`config.mk`:
```
export PLATFORM = sky130hd
export DESIGN_NAME = cfg_snooper_top
export DESIGN_NICKNAME = d
export VERILOG_FILES = /design/src/design/cfg_net_pkg.sv /design/src/design/cfg_word_if.sv /design/src/design/cfg_deframer.sv /design/src/design/cfg_unframer.sv /design/src/design/cfg_snoop_queue.sv /design/src/design/cfg_snooper_top.sv
export SDC_FILE = /design/constraint.sdc
export NUM_CORES = 1
export LEC_CHECK = 0
export ABC_AREA = 0
export BUFFER_PORTS_ARGS = -buffer_cell sky130_fd_sc_hd__buf_2
export CAP_MARGIN = 20
export CORE_ASPECT_RATIO = 0.5
export CORE_MARGIN = 8
export CORE_UTILIZATION = 52
export CTS_CLUSTER_DIAMETER = 40
export DETAILED_ROUTE_END_ITERATION = 16
export PLACE_DENSITY = 0.72
export REMOVE_ABC_BUFFERS = 1
export SYNTH_ARGS = -nofsm -noshare
export SYNTH_HDL_FRONTEND = slang
export SYNTH_SLANG_ARGS = --single-unit
```
`constraint.sdc`:
```
create_clock -name clk -period 6.35 [get_ports clk]
set_clock_uncertainty 0.2 [all_clocks]
set_input_delay 0 -clock clk [delete_from_list [all_inputs] [get_ports clk]]
set_output_delay 0 -clock clk [all_outputs]
set_load 0.01 [all_outputs]
```
`src/design/cfg_net_pkg.sv`:
```
`default_nettype none

package cfg_net_pkg;

  // field widths
  localparam int DATA_MAX_BITS = 32;  // widest payload a packet can carry
  localparam int FRAME_LEN     = 8;   // payload bits between inserted zeros
  localparam int ID_W          = 8;   // node id
  localparam int LEN_W         = 8;   // packet length field
  localparam int TAG_W         = 8;   // sequence tag
  localparam int VALID_W       = 2;   // "0 then 1" start pair
  localparam int FRAME_BIT_W   = 1;   // each framing zero

  // framed payload field, closing frame bit included
  localparam int RX_LEN = DATA_MAX_BITS + DATA_MAX_BITS / FRAME_LEN + FRAME_BIT_W;

  // valid pair, three frame bits, length and id
  localparam int HDR_LEN = VALID_W + 3 * FRAME_BIT_W + LEN_W + ID_W;

  localparam int SHIFT_W = RX_LEN + HDR_LEN;  // one whole packet

  // longest legal run of ones is LEN_W, so this can never hit real packet content
  localparam int LINE_RESET_LEN = 2 * FRAME_BIT_W + LEN_W;

  // tag lfsr
  localparam logic [TAG_W-1:0] TAG_SEED = '1;  // must be non-zero
  localparam logic [TAG_W-1:0] TAG_POLY = 8'hb8;  // taps 7 5 4 3, x^8+x^6+x^5+x^4+1

  typedef enum logic {
    RX_HUNT,  // looking for a valid pair at shift position 0
    RX_SKIP   // bypassing the rest of a detected packet
  } cfg_rx_state_e;

endpackage

`default_nettype wire

```
`src/design/cfg_word_if.sv`:
```
`default_nettype none

interface cfg_word_if;
  import cfg_net_pkg::*;

  logic                     valid;   // one-cycle record strobe
  logic [ID_W-1:0]          id;
  logic [RX_LEN-1:0]        rx;      // raw framed payload
  logic [LEN_W-1:0]         len;     // packet length in bits
  logic [DATA_MAX_BITS-1:0] data;    // compact masked payload
  logic                     credit;  // one pulse per freed downstream slot

  modport src (
    output valid, id, rx, len, data,
    input  credit
  );

  modport dst (
    input  valid, id, rx, len, data,
    output credit
  );

endinterface

`default_nettype wire

```
`src/design/cfg_deframer.sv`:
```
`default_nettype none

module cfg_deframer #(
  parameter int QUEUE_DEPTH = 4
) (
  input  logic    clk,
  input  logic    cfg_reset,
  input  logic    cfg_bit_i,   // serial config stream, one bit per clk
  output logic    overflow_o,  // sticky, packet dropped for lack of credit
  cfg_word_if.src out
);
  import cfg_net_pkg::*;

  localparam int CW = $clog2(QUEUE_DEPTH + 1);

  // bit positions in the shift register, oldest bit sits at 0
  localparam int F0_POS  = VALID_W;
  localparam int LEN_LSB = F0_POS + FRAME_BIT_W;
  localparam int F1_POS  = LEN_LSB + LEN_W;
  localparam int ID_LSB  = F1_POS + FRAME_BIT_W;
  localparam int F2_POS  = ID_LSB + ID_W;
  localparam int RX_LSB  = HDR_LEN;

  logic [SHIFT_W-1:0] shift_r;
  logic [LEN_W-1:0]   pkt_len;
  logic [LEN_W-1:0]   count_r;   // bypass counter
  logic [CW-1:0]      credit_r;  // free slots downstream
  cfg_rx_state_e      state_r;
  logic               line_reset;
  logic               detect;
  logic               send;

  assign pkt_len    = shift_r[LEN_LSB +: LEN_W];
  assign line_reset = &shift_r[LINE_RESET_LEN-1:0];  // in-band reset, run of ones

  // valid pair "0 then 1" with all frame bits low
  assign detect = (state_r == RX_HUNT) && (shift_r[VALID_W-1:0] == 2'b10) &&
                  !shift_r[F0_POS] && !shift_r[F1_POS] && !shift_r[F2_POS];
  assign send   = detect && (credit_r != '0);

  always_ff @(posedge clk) begin
    if (cfg_reset) begin
      shift_r    <= '0;
      state_r    <= RX_HUNT;
      count_r    <= '0;
      overflow_o <= 1'b0;
      credit_r   <= CW'(QUEUE_DEPTH);
      out.valid  <= 1'b0;
    end else begin
      shift_r   <= {cfg_bit_i, shift_r[SHIFT_W-1:1]};  // new bits enter at the top
      out.valid <= send;

      if (line_reset) begin
        state_r    <= RX_HUNT;
        count_r    <= '0;
        overflow_o <= 1'b0;
      end else if (detect) begin
        if (pkt_len > LEN_W'(1)) begin  // skip the next len-1 bit times
          count_r <= pkt_len - LEN_W'(1);
          state_r <= RX_SKIP;
        end
        if (!send) begin
          overflow_o <= 1'b1;  // queue full, packet is lost
        end
      end else if (state_r == RX_SKIP) begin
        count_r <= count_r - LEN_W'(1);
        if (count_r == LEN_W'(1)) begin
          state_r <= RX_HUNT;
        end
      end

      // credit counter, returned pulse and send may coincide
      case ({out.credit, send})
        2'b10:   credit_r <= credit_r + CW'(1);
        2'b01:   credit_r <= credit_r - CW'(1);
        default: credit_r <= credit_r;
      endcase
    end
  end

  // record payload, captured only on send
  always_ff @(posedge clk) begin
    if (send) begin
      out.id  <= shift_r[ID_LSB +: ID_W];
      out.len <= pkt_len;
      out.rx  <= shift_r[RX_LSB +: RX_LEN];
    end
  end

  assign out.data = '0;  // payload still framed at this stage

endmodule

`default_nettype wire

```
`src/design/cfg_unframer.sv`:
```
`default_nettype none

module cfg_unframer (
  input  logic    clk,
  input  logic    cfg_reset,
  cfg_word_if.dst in,   // framed record from the deframer
  cfg_word_if.src out   // compact record to the queue
);
  import cfg_net_pkg::*;

  localparam int SLOT = FRAME_LEN + FRAME_BIT_W;  // payload bits plus one framing zero

  logic [DATA_MAX_BITS-1:0] payload;      // rx with framing positions removed
  logic [DATA_MAX_BITS-1:0] mask;
  logic [LEN_W-1:0]         framed_bits;  // rx bits before the closing zero
  logic [LEN_W-1:0]         data_bits;    // payload bit count

  // every SLOT-th position is a framing zero, top bit of rx always closes the field
  for (genvar i = 0; i < RX_LEN - FRAME_BIT_W; i++) begin : g_strip
    if ((i + 1) % SLOT != 0) begin : g_keep
      assign payload[i - i / SLOT] = in.rx[i];
    end
  end

  always_comb begin
    framed_bits = in.len - LEN_W'(HDR_LEN + 1);
    data_bits   = framed_bits - framed_bits / LEN_W'(SLOT);
    // too short a packet or too long a payload carries nothing
    if (in.len <= LEN_W'(HDR_LEN + 1) || data_bits > LEN_W'(DATA_MAX_BITS)) begin
      data_bits = '0;
    end
  end

  always_comb begin
    for (int i = 0; i < DATA_MAX_BITS; i++) begin
      mask[i] = (LEN_W'(i) < data_bits);  // keep only the declared bits
    end
  end

  always_ff @(posedge clk) begin
    if (cfg_reset) begin
      out.valid <= 1'b0;
    end else begin
      out.valid <= in.valid;  // one stage of latency, no buffering
    end
  end

  always_ff @(posedge clk) begin
    if (in.valid) begin
      out.id   <= in.id;
      out.data <= payload & mask;
    end
  end

  assign in.credit = out.credit;  // queue credits go straight back to the deframer
  assign out.rx    = '0;          // framed form not needed past here
  assign out.len   = '0;

endmodule

`default_nettype wire

```
`src/design/cfg_snoop_queue.sv`:
```
`default_nettype none

module cfg_snoop_queue #(
  parameter int QUEUE_DEPTH = 4,
  parameter int OUT_CREDITS = 2
) (
  input  logic                                   clk,
  input  logic                                   cfg_reset,
  cfg_word_if.dst                                in,
  input  logic                                   credit_i,       // one pulse per consumer credit
  output logic                                   snoop_valid_o,
  output logic [cfg_net_pkg::DATA_MAX_BITS-1:0]  snoop_id_o,     // zeros, tag, id
  output logic [cfg_net_pkg::DATA_MAX_BITS-1:0]  snoop_data_o
);
  import cfg_net_pkg::*;

  localparam int AW    = (QUEUE_DEPTH > 1) ? $clog2(QUEUE_DEPTH) : 1;
  localparam int NW    = $clog2(QUEUE_DEPTH + 1);
  localparam int OW    = $clog2(OUT_CREDITS + 1);
  localparam int PAD_W = DATA_MAX_BITS - TAG_W - ID_W;

  logic [ID_W-1:0]          id_mem   [QUEUE_DEPTH];
  logic [TAG_W-1:0]         tag_mem  [QUEUE_DEPTH];
  logic [DATA_MAX_BITS-1:0] data_mem [QUEUE_DEPTH];

  logic [AW-1:0]    wr_ptr;
  logic [AW-1:0]    rd_ptr;
  logic [NW-1:0]    fill_r;      // records held
  logic [OW-1:0]    out_cred_r;  // consumer credits on hand
  logic [TAG_W-1:0] tag_r;
  logic [TAG_W-1:0] tag_next;
  logic             push;
  logic             pop;

  // circular pointer, depth need not be a power of two
  function automatic logic [AW-1:0] ptr_inc(input logic [AW-1:0] p);
    return (p == AW'(QUEUE_DEPTH - 1)) ? '0 : p + AW'(1);
  endfunction

  assign tag_next = {tag_r[TAG_W-2:0], ^(tag_r & TAG_POLY)};  // shift left, xor of taps in
  assign push     = in.valid;  // never full, deframer holds matching credits
  assign pop      = (out_cred_r != '0) && (fill_r != '0);

  always_ff @(posedge clk) begin
    if (cfg_reset) begin
      wr_ptr        <= '0;
      rd_ptr        <= '0;
      fill_r        <= '0;
      out_cred_r    <= OW'(OUT_CREDITS);
      tag_r         <= TAG_SEED;
      snoop_valid_o <= 1'b0;
      in.credit     <= 1'b0;
    end else begin
      if (push) begin
        wr_ptr <= ptr_inc(wr_ptr);
        tag_r  <= tag_next;  // first record gets the stepped seed
      end
      if (pop) begin
        rd_ptr <= ptr_inc(rd_ptr);
      end

      case ({push, pop})
        2'b10:   fill_r <= fill_r + NW'(1);
        2'b01:   fill_r <= fill_r - NW'(1);
        default: fill_r <= fill_r;
      endcase

      case ({credit_i, pop})
        2'b10:   out_cred_r <= out_cred_r + OW'(1);
        2'b01:   out_cred_r <= out_cred_r - OW'(1);
        default: out_cred_r <= out_cred_r;
      endcase

      snoop_valid_o <= pop;  // single-cycle strobe per record
      in.credit     <= pop;  // slot freed, tell the deframer
    end
  end

  // storage and output payload
  always_ff @(posedge clk) begin
    if (push) begin
      id_mem[wr_ptr]   <= in.id;
      tag_mem[wr_ptr]  <= tag_next;
      data_mem[wr_ptr] <= in.data;
    end
    if (pop) begin
      snoop_id_o   <= {{PAD_W{1'b0}}, tag_mem[rd_ptr], id_mem[rd_ptr]};
      snoop_data_o <= data_mem[rd_ptr];
    end
  end

endmodule

`default_nettype wire

```
`src/design/cfg_snooper_top.sv`:
```
`default_nettype none

module cfg_snooper_top #(
  parameter int QUEUE_DEPTH = 4,  // records the snoop queue can hold
  parameter int OUT_CREDITS = 2   // consumer credits granted at reset
) (
  input  logic                                  clk,
  input  logic                                  cfg_reset,
  input  logic                                  cfg_bit_i,
  input  logic                                  credit_i,
  output logic                                  snoop_valid_o,
  output logic [cfg_net_pkg::DATA_MAX_BITS-1:0] snoop_id_o,
  output logic [cfg_net_pkg::DATA_MAX_BITS-1:0] snoop_data_o,
  output logic                                  overflow_o
);

  cfg_word_if deframed_if ();  // framed record, deframer to unframer
  cfg_word_if unframed_if ();  // masked record, unframer to queue

  cfg_deframer #(
    .QUEUE_DEPTH (QUEUE_DEPTH)
  ) cfg_deframer_inst (
    .clk        (clk),
    .cfg_reset  (cfg_reset),
    .cfg_bit_i  (cfg_bit_i),
    .overflow_o (overflow_o),
    .out        (deframed_if.src)
  );

  cfg_unframer cfg_unframer_inst (
    .clk       (clk),
    .cfg_reset (cfg_reset),
    .in        (deframed_if.dst),
    .out       (unframed_if.src)
  );

  cfg_snoop_queue #(
    .QUEUE_DEPTH (QUEUE_DEPTH),
    .OUT_CREDITS (OUT_CREDITS)
  ) cfg_snoop_queue_inst (
    .clk           (clk),
    .cfg_reset     (cfg_reset),
    .in            (unframed_if.dst),
    .credit_i      (credit_i),
    .snoop_valid_o (snoop_valid_o),
    .snoop_id_o    (snoop_id_o),
    .snoop_data_o  (snoop_data_o)
  );

endmodule

`default_nettype wire

```
==> summary.md, run 1 <==
| Metric | Value |
|---|---|
| Most common cell after layout, fill and taps aside | `edfxtp_1` |
| Largest area contributor in the netlist | `edfxtp_1` |
| Die area | `37400 um2` |
| Num CTS Buffers | `37` |
| Final Wtd Congestion | `0.801` |
| Synthesized instance count | `1003` |
| # Max-Cap Violations | `0` |
| Tmin final | `6.25 ns` |
| DRT Wirelength | `29900 um` |
| Post-route DRC violation count | `0` |
| Fin. Hold Viols | `0` |
| Antenna cells | `0` |
| Syn avg cell area | `16.2 um2` |
| Sum Neg Setup Slack | `0 ns` |
| Area of the multi-input gates | `4400 um2` |
| Htree depth | `2` |
| Period utilization | `98.4%` |
| Hold_ws | `approximately 0.21 ns` |
| Initial antenna violation count | `1` |
| Number of nets in the layout | `1159` |
| I/O pins | `70` |
| WP data required | `6.56 ns` |
| Critical Path Fanout Max | `8` |
| Root buf cell | `clkbuf_16` |
| Vias in the first global route | `approximately 8700` |
| Most frequent cells in the layout | `328 x edfxtp_1, 88 x dfxtp_1, 70 x buf_4` |
| Lkg Pwr | `approximately 6.5 nW` |
| Via count | `8641` |
| Core region area | `30500 um2` |
| Slowest CP cell | `or4_4` |
| CTS max path bufs | `3` |
| VDD IR max | `0.175 mV` |
| Dominant synthesized flop cell | `edfxtp_1` |
| Unrepaired setup endpoints after global routing | `yes` |
| Synth Register Bits | `419` |
| Setup Viol. Count Final | `0` |
| Initial DRT Pass Iterations | `5` |
| Post-synth EDFFs | `328` |
| HP Class | `reg -> reg` |
| Pwr/cell area | `between 300 and 400 nW/um2` |
| DPL Wire Length | `between 15000 and 20000 um` |
| Placed cell area | `17200 um2` |
| Final Max Slew Viols | `0` |
| Crit path largest cell delay | `0.55 ns` |
| F_max | `0.160 GHz` |
| Critical path arrival | `6.45 ns` |
| Fin worst setup slack | `0.102 ns` |
| Fill cells | `2206` |
| Total Routing Usage GR | `15.6%` |
| Register area share after synthesis | `roughly 72%` |
| Die span in y | `141 um` |
| Initial Util | `53.1%` |
| Rows | `45` |
| Die X | `between 200 and 300 um` |
| Grt ovf | `0` |
| Vias/cell | `5.47` |
| Ys async rst share | `0%` |
| Finished Cell Area | `18800 um2` |
| Synthesis Warnings | `0` |
| P&R area growth vs syn | `15.9%` |
| Top post-synthesis cells by area | `edfxtp_1 61%, dfxtp_1 11%, mux4_2 6.7%` |
| Clk pin slew, worst setup/hold paths | `0.07 ns` |
| Setup crit end kind | `flop` |
| CTS tree | `built` |
| Ratio of cells with drive above 1 in the final layout | `25.0%` |
| I/O Buffers | `53` |
| Top-area cell type share of the netlist area | `about three fifths` |
| FF+latch area | `11700 um2` |
| Detailed-route wire length per cell | `18.9 um` |
| Cell Area, Synth | `16200 um2` |
| Status | `complete, no violations` |
| Crit Path Class | `reg -> reg` |
| Slew at the pin with the worst max-slew slack | `1.05 ns` |
| CP startpoint kind | `flop` |
| Num Clock Sinks | `between 400 and 500` |
| Initial DRC count | `approximately 630` |
| Clk_lat worst skew | `0.53 ns` |
| Worst rel slew slack | `30.2%` |
| ANT nets after route | `0` |
| Yosys cell types | `74` |
| First-pass GRT wire length | `46900 um` |
| Worst slack at placement | `-0.272 ns` |
| Pin count of the biggest net entering global routing | `73` |
## stage by stage
step	power, mW	std cells	util, %
final	6.13	1581	61.6
after global placement	4.02	1493	56.5
after global routing	6.36	1581	61.6
after floorplan	3.75	958	-
after CTS	6.19	1567	60.5
after detailed placement	4.05	1494	56.5
## critical path: cells and delay by family, from the launching register on
kind	cells	cell delay [ns]
AOI/OAI and AO/OA	11	1.83
xor gates and xnor gates	1	0.23
adders and majority gates	5	1.39
buffers and inverters	2	0.21
DFF	1	0.44
muxes	1	0.23
and+or+nand+nor	8	1.59
## flip-flops by register name (all words and copies together), names as in the netlist, 8 cells and up
signal / flops
cfg_deframer_inst.out.id: 8
cfg_snoop_queue_inst.snoop_id_o: 16
cfg_snoop_queue_inst.tag_r: 8
cfg_snoop_queue_inst.snoop_data_o: 32
cfg_deframer_inst.count_r: 8
cfg_snoop_queue_inst.id_mem: 32
cfg_unframer_inst.out.data: 32
cfg_unframer_inst.out.id: 8
cfg_deframer_inst.out.len: 8
cfg_deframer_inst.out.rx: 32
cfg_snoop_queue_inst.tag_mem: 32
cfg_deframer_inst.shift_r: 58
cfg_snoop_queue_inst.data_mem: 128
## logic make-up after synthesis
logic type / after synthesis / share of synthesized area (%)
AO/OA/AOI/OAI: 146 / 6.40
XOR/XNOR: 23 / 1.24
adder cells (fa/ha/maj): 26 / 2.15
buffers and inverters: 93 / 2.65
flip-flops: 419 / 72.0
multiplexers: 61 / 7.48
other: 1 / 0.0231
AND/OR/NAND/NOR: 234 / 8.07
## layout make-up
class	instances	area share (%)
Multi-Input combinational cell	506	23.4
Timing Repair Buffer	132	4.81
Clock buffer	57	5.61
Inverter	33	0.659
Sequential cell	419	62.1
Clock inverter	11	0.539
Tap cell	423	2.82
## synth_stat cells (14+ instances only)
library cell / n
nand2_1: 32
and2_1: 14
dfxtp_1: 91
edfxtp_1: 328
nor2b_1: 61
o21ai_0: 24
ha_1: 23
nor2_1: 46
inv_1: 33
a21oi_1: 28
buf_4: 16
clkbuf_1: 31
nand3_1: 14
mux4_2: 48
## metal layers
layer  up-vias  part of all wire (%)  global-route usage (%)
met3        44                   5.2                    2.95
li1       4038                     -                       -
met5         -                     0                       0
met1      4322                    45                    21.1
met2       237                    49                    26.1
met4         0                   1.5                    4.07
## power by group
| part | total, mW | leakage [nW] | internal, mW | switching [mW] |
|---|---|---|---|---|
| Combinational | 0.708 | 2.17 | 0.283 | 0.425 |
| Clock | 2.15 | 0.563 | 1.20 | 0.948 |
| Sequential | 3.27 | 3.73 | 3.19 | 0.0835 |
## final timing paths
path / slack [ns] / end / from / cells after the start
max: 0.10 / cfg_unframer_inst.out.data[30] / cfg_deframer_inst.out.len[1] / 28
min: 0.21 / cfg_unframer_inst.out.id[6] / cfg_deframer_inst.out.id[6] / 0
max reg2reg: 0.10 / cfg_unframer_inst.out.data[30] / cfg_deframer_inst.out.len[1] / 28
min reg2reg: 0.21 / cfg_unframer_inst.out.id[6] / cfg_deframer_inst.out.id[6] / 0
## timing repair
action,4_1_cts,5_1_grt
cloned,0,0
resized for setup,7,46
pin swaps,0,26
endpoints found under the setup margin,30,32
setup buffers,0,13
hold buffers,5,0
hold endpoints to repair,31,0
Note: power is estimated with default switching activity, not from simulation.
==> run 2: changes to the inputs <==
--- a/config.mk
+++ b/config.mk
@@ -6,14 +6,13 @@
 export NUM_CORES = 1
 export LEC_CHECK = 0
 export ABC_AREA = 0
-export BUFFER_PORTS_ARGS = -buffer_cell sky130_fd_sc_hd__buf_2
 export CAP_MARGIN = 20
 export CORE_ASPECT_RATIO = 0.5
-export CORE_MARGIN = 8
 export CORE_UTILIZATION = 52
 export CTS_CLUSTER_DIAMETER = 40
 export DETAILED_ROUTE_END_ITERATION = 16
-export PLACE_DENSITY = 0.72
+export DONT_BUFFER_PORTS = 1
+export PLACE_DENSITY = 0.7
 export REMOVE_ABC_BUFFERS = 1
 export SYNTH_ARGS = -nofsm -noshare
 export SYNTH_HDL_FRONTEND = slang
==> summary.md, run 2 (synthesized netlist as in run 1, its figures left out) <==
| Metric | Value |
|---|---|
| Status | `complete, no violations` |
| Placed cell area | `16900 um2 (-2.2%)` |
| Antenna cells | `0 (unchanged)` |
| P&R area growth vs syn | `14.4%` |
| First-pass GRT wire length | `45700 um (-2.5%)` |
| Slew at the pin with the worst max-slew slack | `1.07 ns (+0.0223 ns)` |
| VDD IR max | `0.191 mV (+9.0%)` |
| Ratio of cells with drive above 1 in the final layout | `20.8% (-4.1 points)` |
| CTS max path bufs | `3 (unchanged)` |
| Final Wtd Congestion | `0.810 (+1.2%)` |
| Post-route DRC violation count | `0 (unchanged)` |
| Biggest register | `cfg_snoop_queue_inst.data_mem` |
| Initial DRT Pass Iterations | `5 (unchanged)` |
| Setup crit end kind | `flop` |
| Clock share of power | `37.6% (+2.5 points)` |
| Clk pin slew, worst setup/hold paths | `0.06 ns (about the same)` |
| Number of nets in the layout | `1086 (-6.3%)` |
| Htree depth | `2 (unchanged)` |
| Lkg Pwr | `6.24 nW (-3.4%)` |
| CP startpoint kind | `flop` |
| Root buf cell | `clkbuf_16` |
| Clk_lat worst skew | `0.54 ns (about the same)` |
| # Max-Cap Violations | `0 (unchanged)` |
| Pin count of the biggest net entering global routing | `73 (unchanged)` |
| Core region area | `30500 um2 (-0.18%)` |
| F_max | `0.160 GHz (+0.15%)` |
| Fin. Hold Viols | `0 (unchanged)` |
| Sw Pwr | `1.45 mW (-0.69%)` |
| Initial DRC count | `891 (+42%)` |
| DRT Wirelength | `29200 um (-2.2%)` |
| Worst rel slew slack | `28.7% (-1.5 points)` |
| Critical path arrival | `6.36 ns (-0.09 ns)` |
| Final Max Slew Viols | `0 (unchanged)` |
| Pwr/cell area | `332 nW/um2 (+1.9%)` |
| DPL Wire Length | `17800 um (-2.5%)` |
| Critical Path Fanout Max | `7 (-1)` |
| Die span in y | `127 um (-9.9%)` |
| Total Routing Usage GR | `18.5% (+2.8 points)` |
| Vias/cell | `5.57 (+2.0%)` |
| Num CTS Buffers | `37 (unchanged)` |
| Die area | `31900 um2 (-15%)` |
| Sum Neg Setup Slack | `0 ns (unchanged)` |
| Power Internal | `4.71 mW (+0.87%)` |
| I/O Buffers | `0 (-100%)` |
| Top Registers | `cfg_snoop_queue_inst.data_mem (128), cfg_deframer_inst.shift_r (58)` |
| Fin worst setup slack | `0.111 ns (+0.00910 ns)` |
| Switching part of the total power | `23.5% (-0.28 points)` |
| I/O pins | `70 (unchanged)` |
| Period utilization | `98.3% (-0.14 points)` |
| Fin cells | `1507 (-4.7%)` |
| Most common cell after layout, fill and taps aside | `edfxtp_1` |
| Initial antenna violation count | `1 (unchanged)` |
| Worst slack at placement | `-0.0969 ns (+0.175 ns)` |
| HP Class | `reg -> reg` |
| Fill cells | `2168 (-1.7%)` |
| WP data required | `6.47 ns (-0.09 ns)` |
| Most frequent cells in the layout | `328 x edfxtp_1, 88 x dfxtp_1, 59 x nor2b_1` |
| Detailed-route wire length per cell | `19.4 um (+2.6%)` |
| Register share of total power | `54.8% (+1.4 points)` |
| Via count | `8399 (-2.8%)` |
| CTS tree | `built` |
| Finished Cell Area | `18500 um2 (-1.4%)` |
| Rows | `45 (unchanged)` |
| Tmin final | `6.24 ns (-0.00910 ns)` |
| Num Clock Sinks | `419 (unchanged)` |
| Post-Place Cells | `1427 (-4.5%)` |
| Comb pwr share | `7.6% (-4.0 points)` |
| Largest register FFs | `128 (unchanged)` |
| Initial Util | `53.2% (+0.098 points)` |
| Grt ovf | `0 (unchanged)` |
| ANT nets after route | `0 (unchanged)` |
| Vias in the first global route | `8302 (-4.5%)` |
| Die X | `252 um (-5.3%)` |
| Setup Viol. Count Final | `0 (unchanged)` |
| Crit Path Class | `reg -> reg` |
run 2: power by group through the flow:
stage,sequential (mW),clock (mW),combinational [mW]
3_3_place_gp,3.47,0,0.400
3_5_place_dp,3.47,0,0.427
6_report,3.38,2.31,0.465
5_1_grt,3.40,2.46,0.516
2_1_floorplan,3.44,0,0.307
4_1_cts,3.42,2.36,0.439
run 2: final timing paths:
check | from | endpoint | slack [ns] | depth (start not counted)
worst max-delay path | cfg_deframer_inst.out.len[1] | cfg_unframer_inst.out.data[18] | 0.11 | 27
worst min-delay path | cfg_deframer_inst.shift_r[22] | cfg_deframer_inst.out.rx[1] | 0.22 | 0
worst max register to register | cfg_deframer_inst.out.len[1] | cfg_unframer_inst.out.data[18] | 0.11 | 27
worst min register to register | cfg_deframer_inst.shift_r[22] | cfg_deframer_inst.out.rx[1] | 0.22 | 0
run 2: per-layer routing:
metal  global-route usage, %  up-vias  part of all wire, %
met4                    4.12        0                  1.4
met2                    29.2      190                   47
met1                    27.0     4275                   47
li1                        -     3896                    -
met3                    3.22       38                  4.6
met5                       0        -                    0
run 2: repair_timing:
item                                   CTS  global route
buffers inserted                         1             5
pin swaps                                3            17
gates resized for setup                  5            52
endpoints found under the hold margin   83             0
hold buffers                             6             0
setup endpoints to repair               24            32
run 2: layout make-up:
type / count / area (um2) / share of cell area, %
clock buffers: 45 / 1030 / 5.54
multi-input cells: 506 / 4420 / 23.9
well taps: 423 / 529 / 2.86
flip-flops and latches: 419 / 11700 / 63.0
repair buffers: 59 / 504 / 2.72
clock inverters: 22 / 251 / 1.36
inverters: 33 / 124 / 0.668
run 2: worst max-delay path, cell delays in order (launching register included):
cell and delay (ns):
edfxtp_1 0.44, ha_4 0.21, or2_1 0.24, or3_1 0.39
a21oi_2 0.20, or2_4 0.19, nor2_1 0.06, o21ai_1 0.18
a211oi_2 0.09, ha_1 0.37, ha_2 0.23, nor2b_4 0.05
a41o_1 0.18, a211o_1 0.32, nand3_1 0.09, a32oi_1 0.10
ha_2 0.21, fa_2 0.35, inv_1 0.06, a21oi_1 0.05
o21bai_1 0.19, a211oi_2 0.10, xnor2_1 0.24, mux2i_2 0.23
buf_4 0.17, o211ai_4 0.11, or3_1 0.45, a31oi_1 0.34
run 2: through the flow:
step | power (mW) | util, % | hold slack [ns]
after floorplan | 3.75 | - | -0.133
after global placement | 3.87 | 55.3 | -0.119
after detailed placement | 3.90 | 55.3 | -0.118
after CTS | 6.21 | 59.9 | 0.221
after global routing | 6.38 | 60.9 | 0.230
final | 6.16 | 60.9 | 0.217
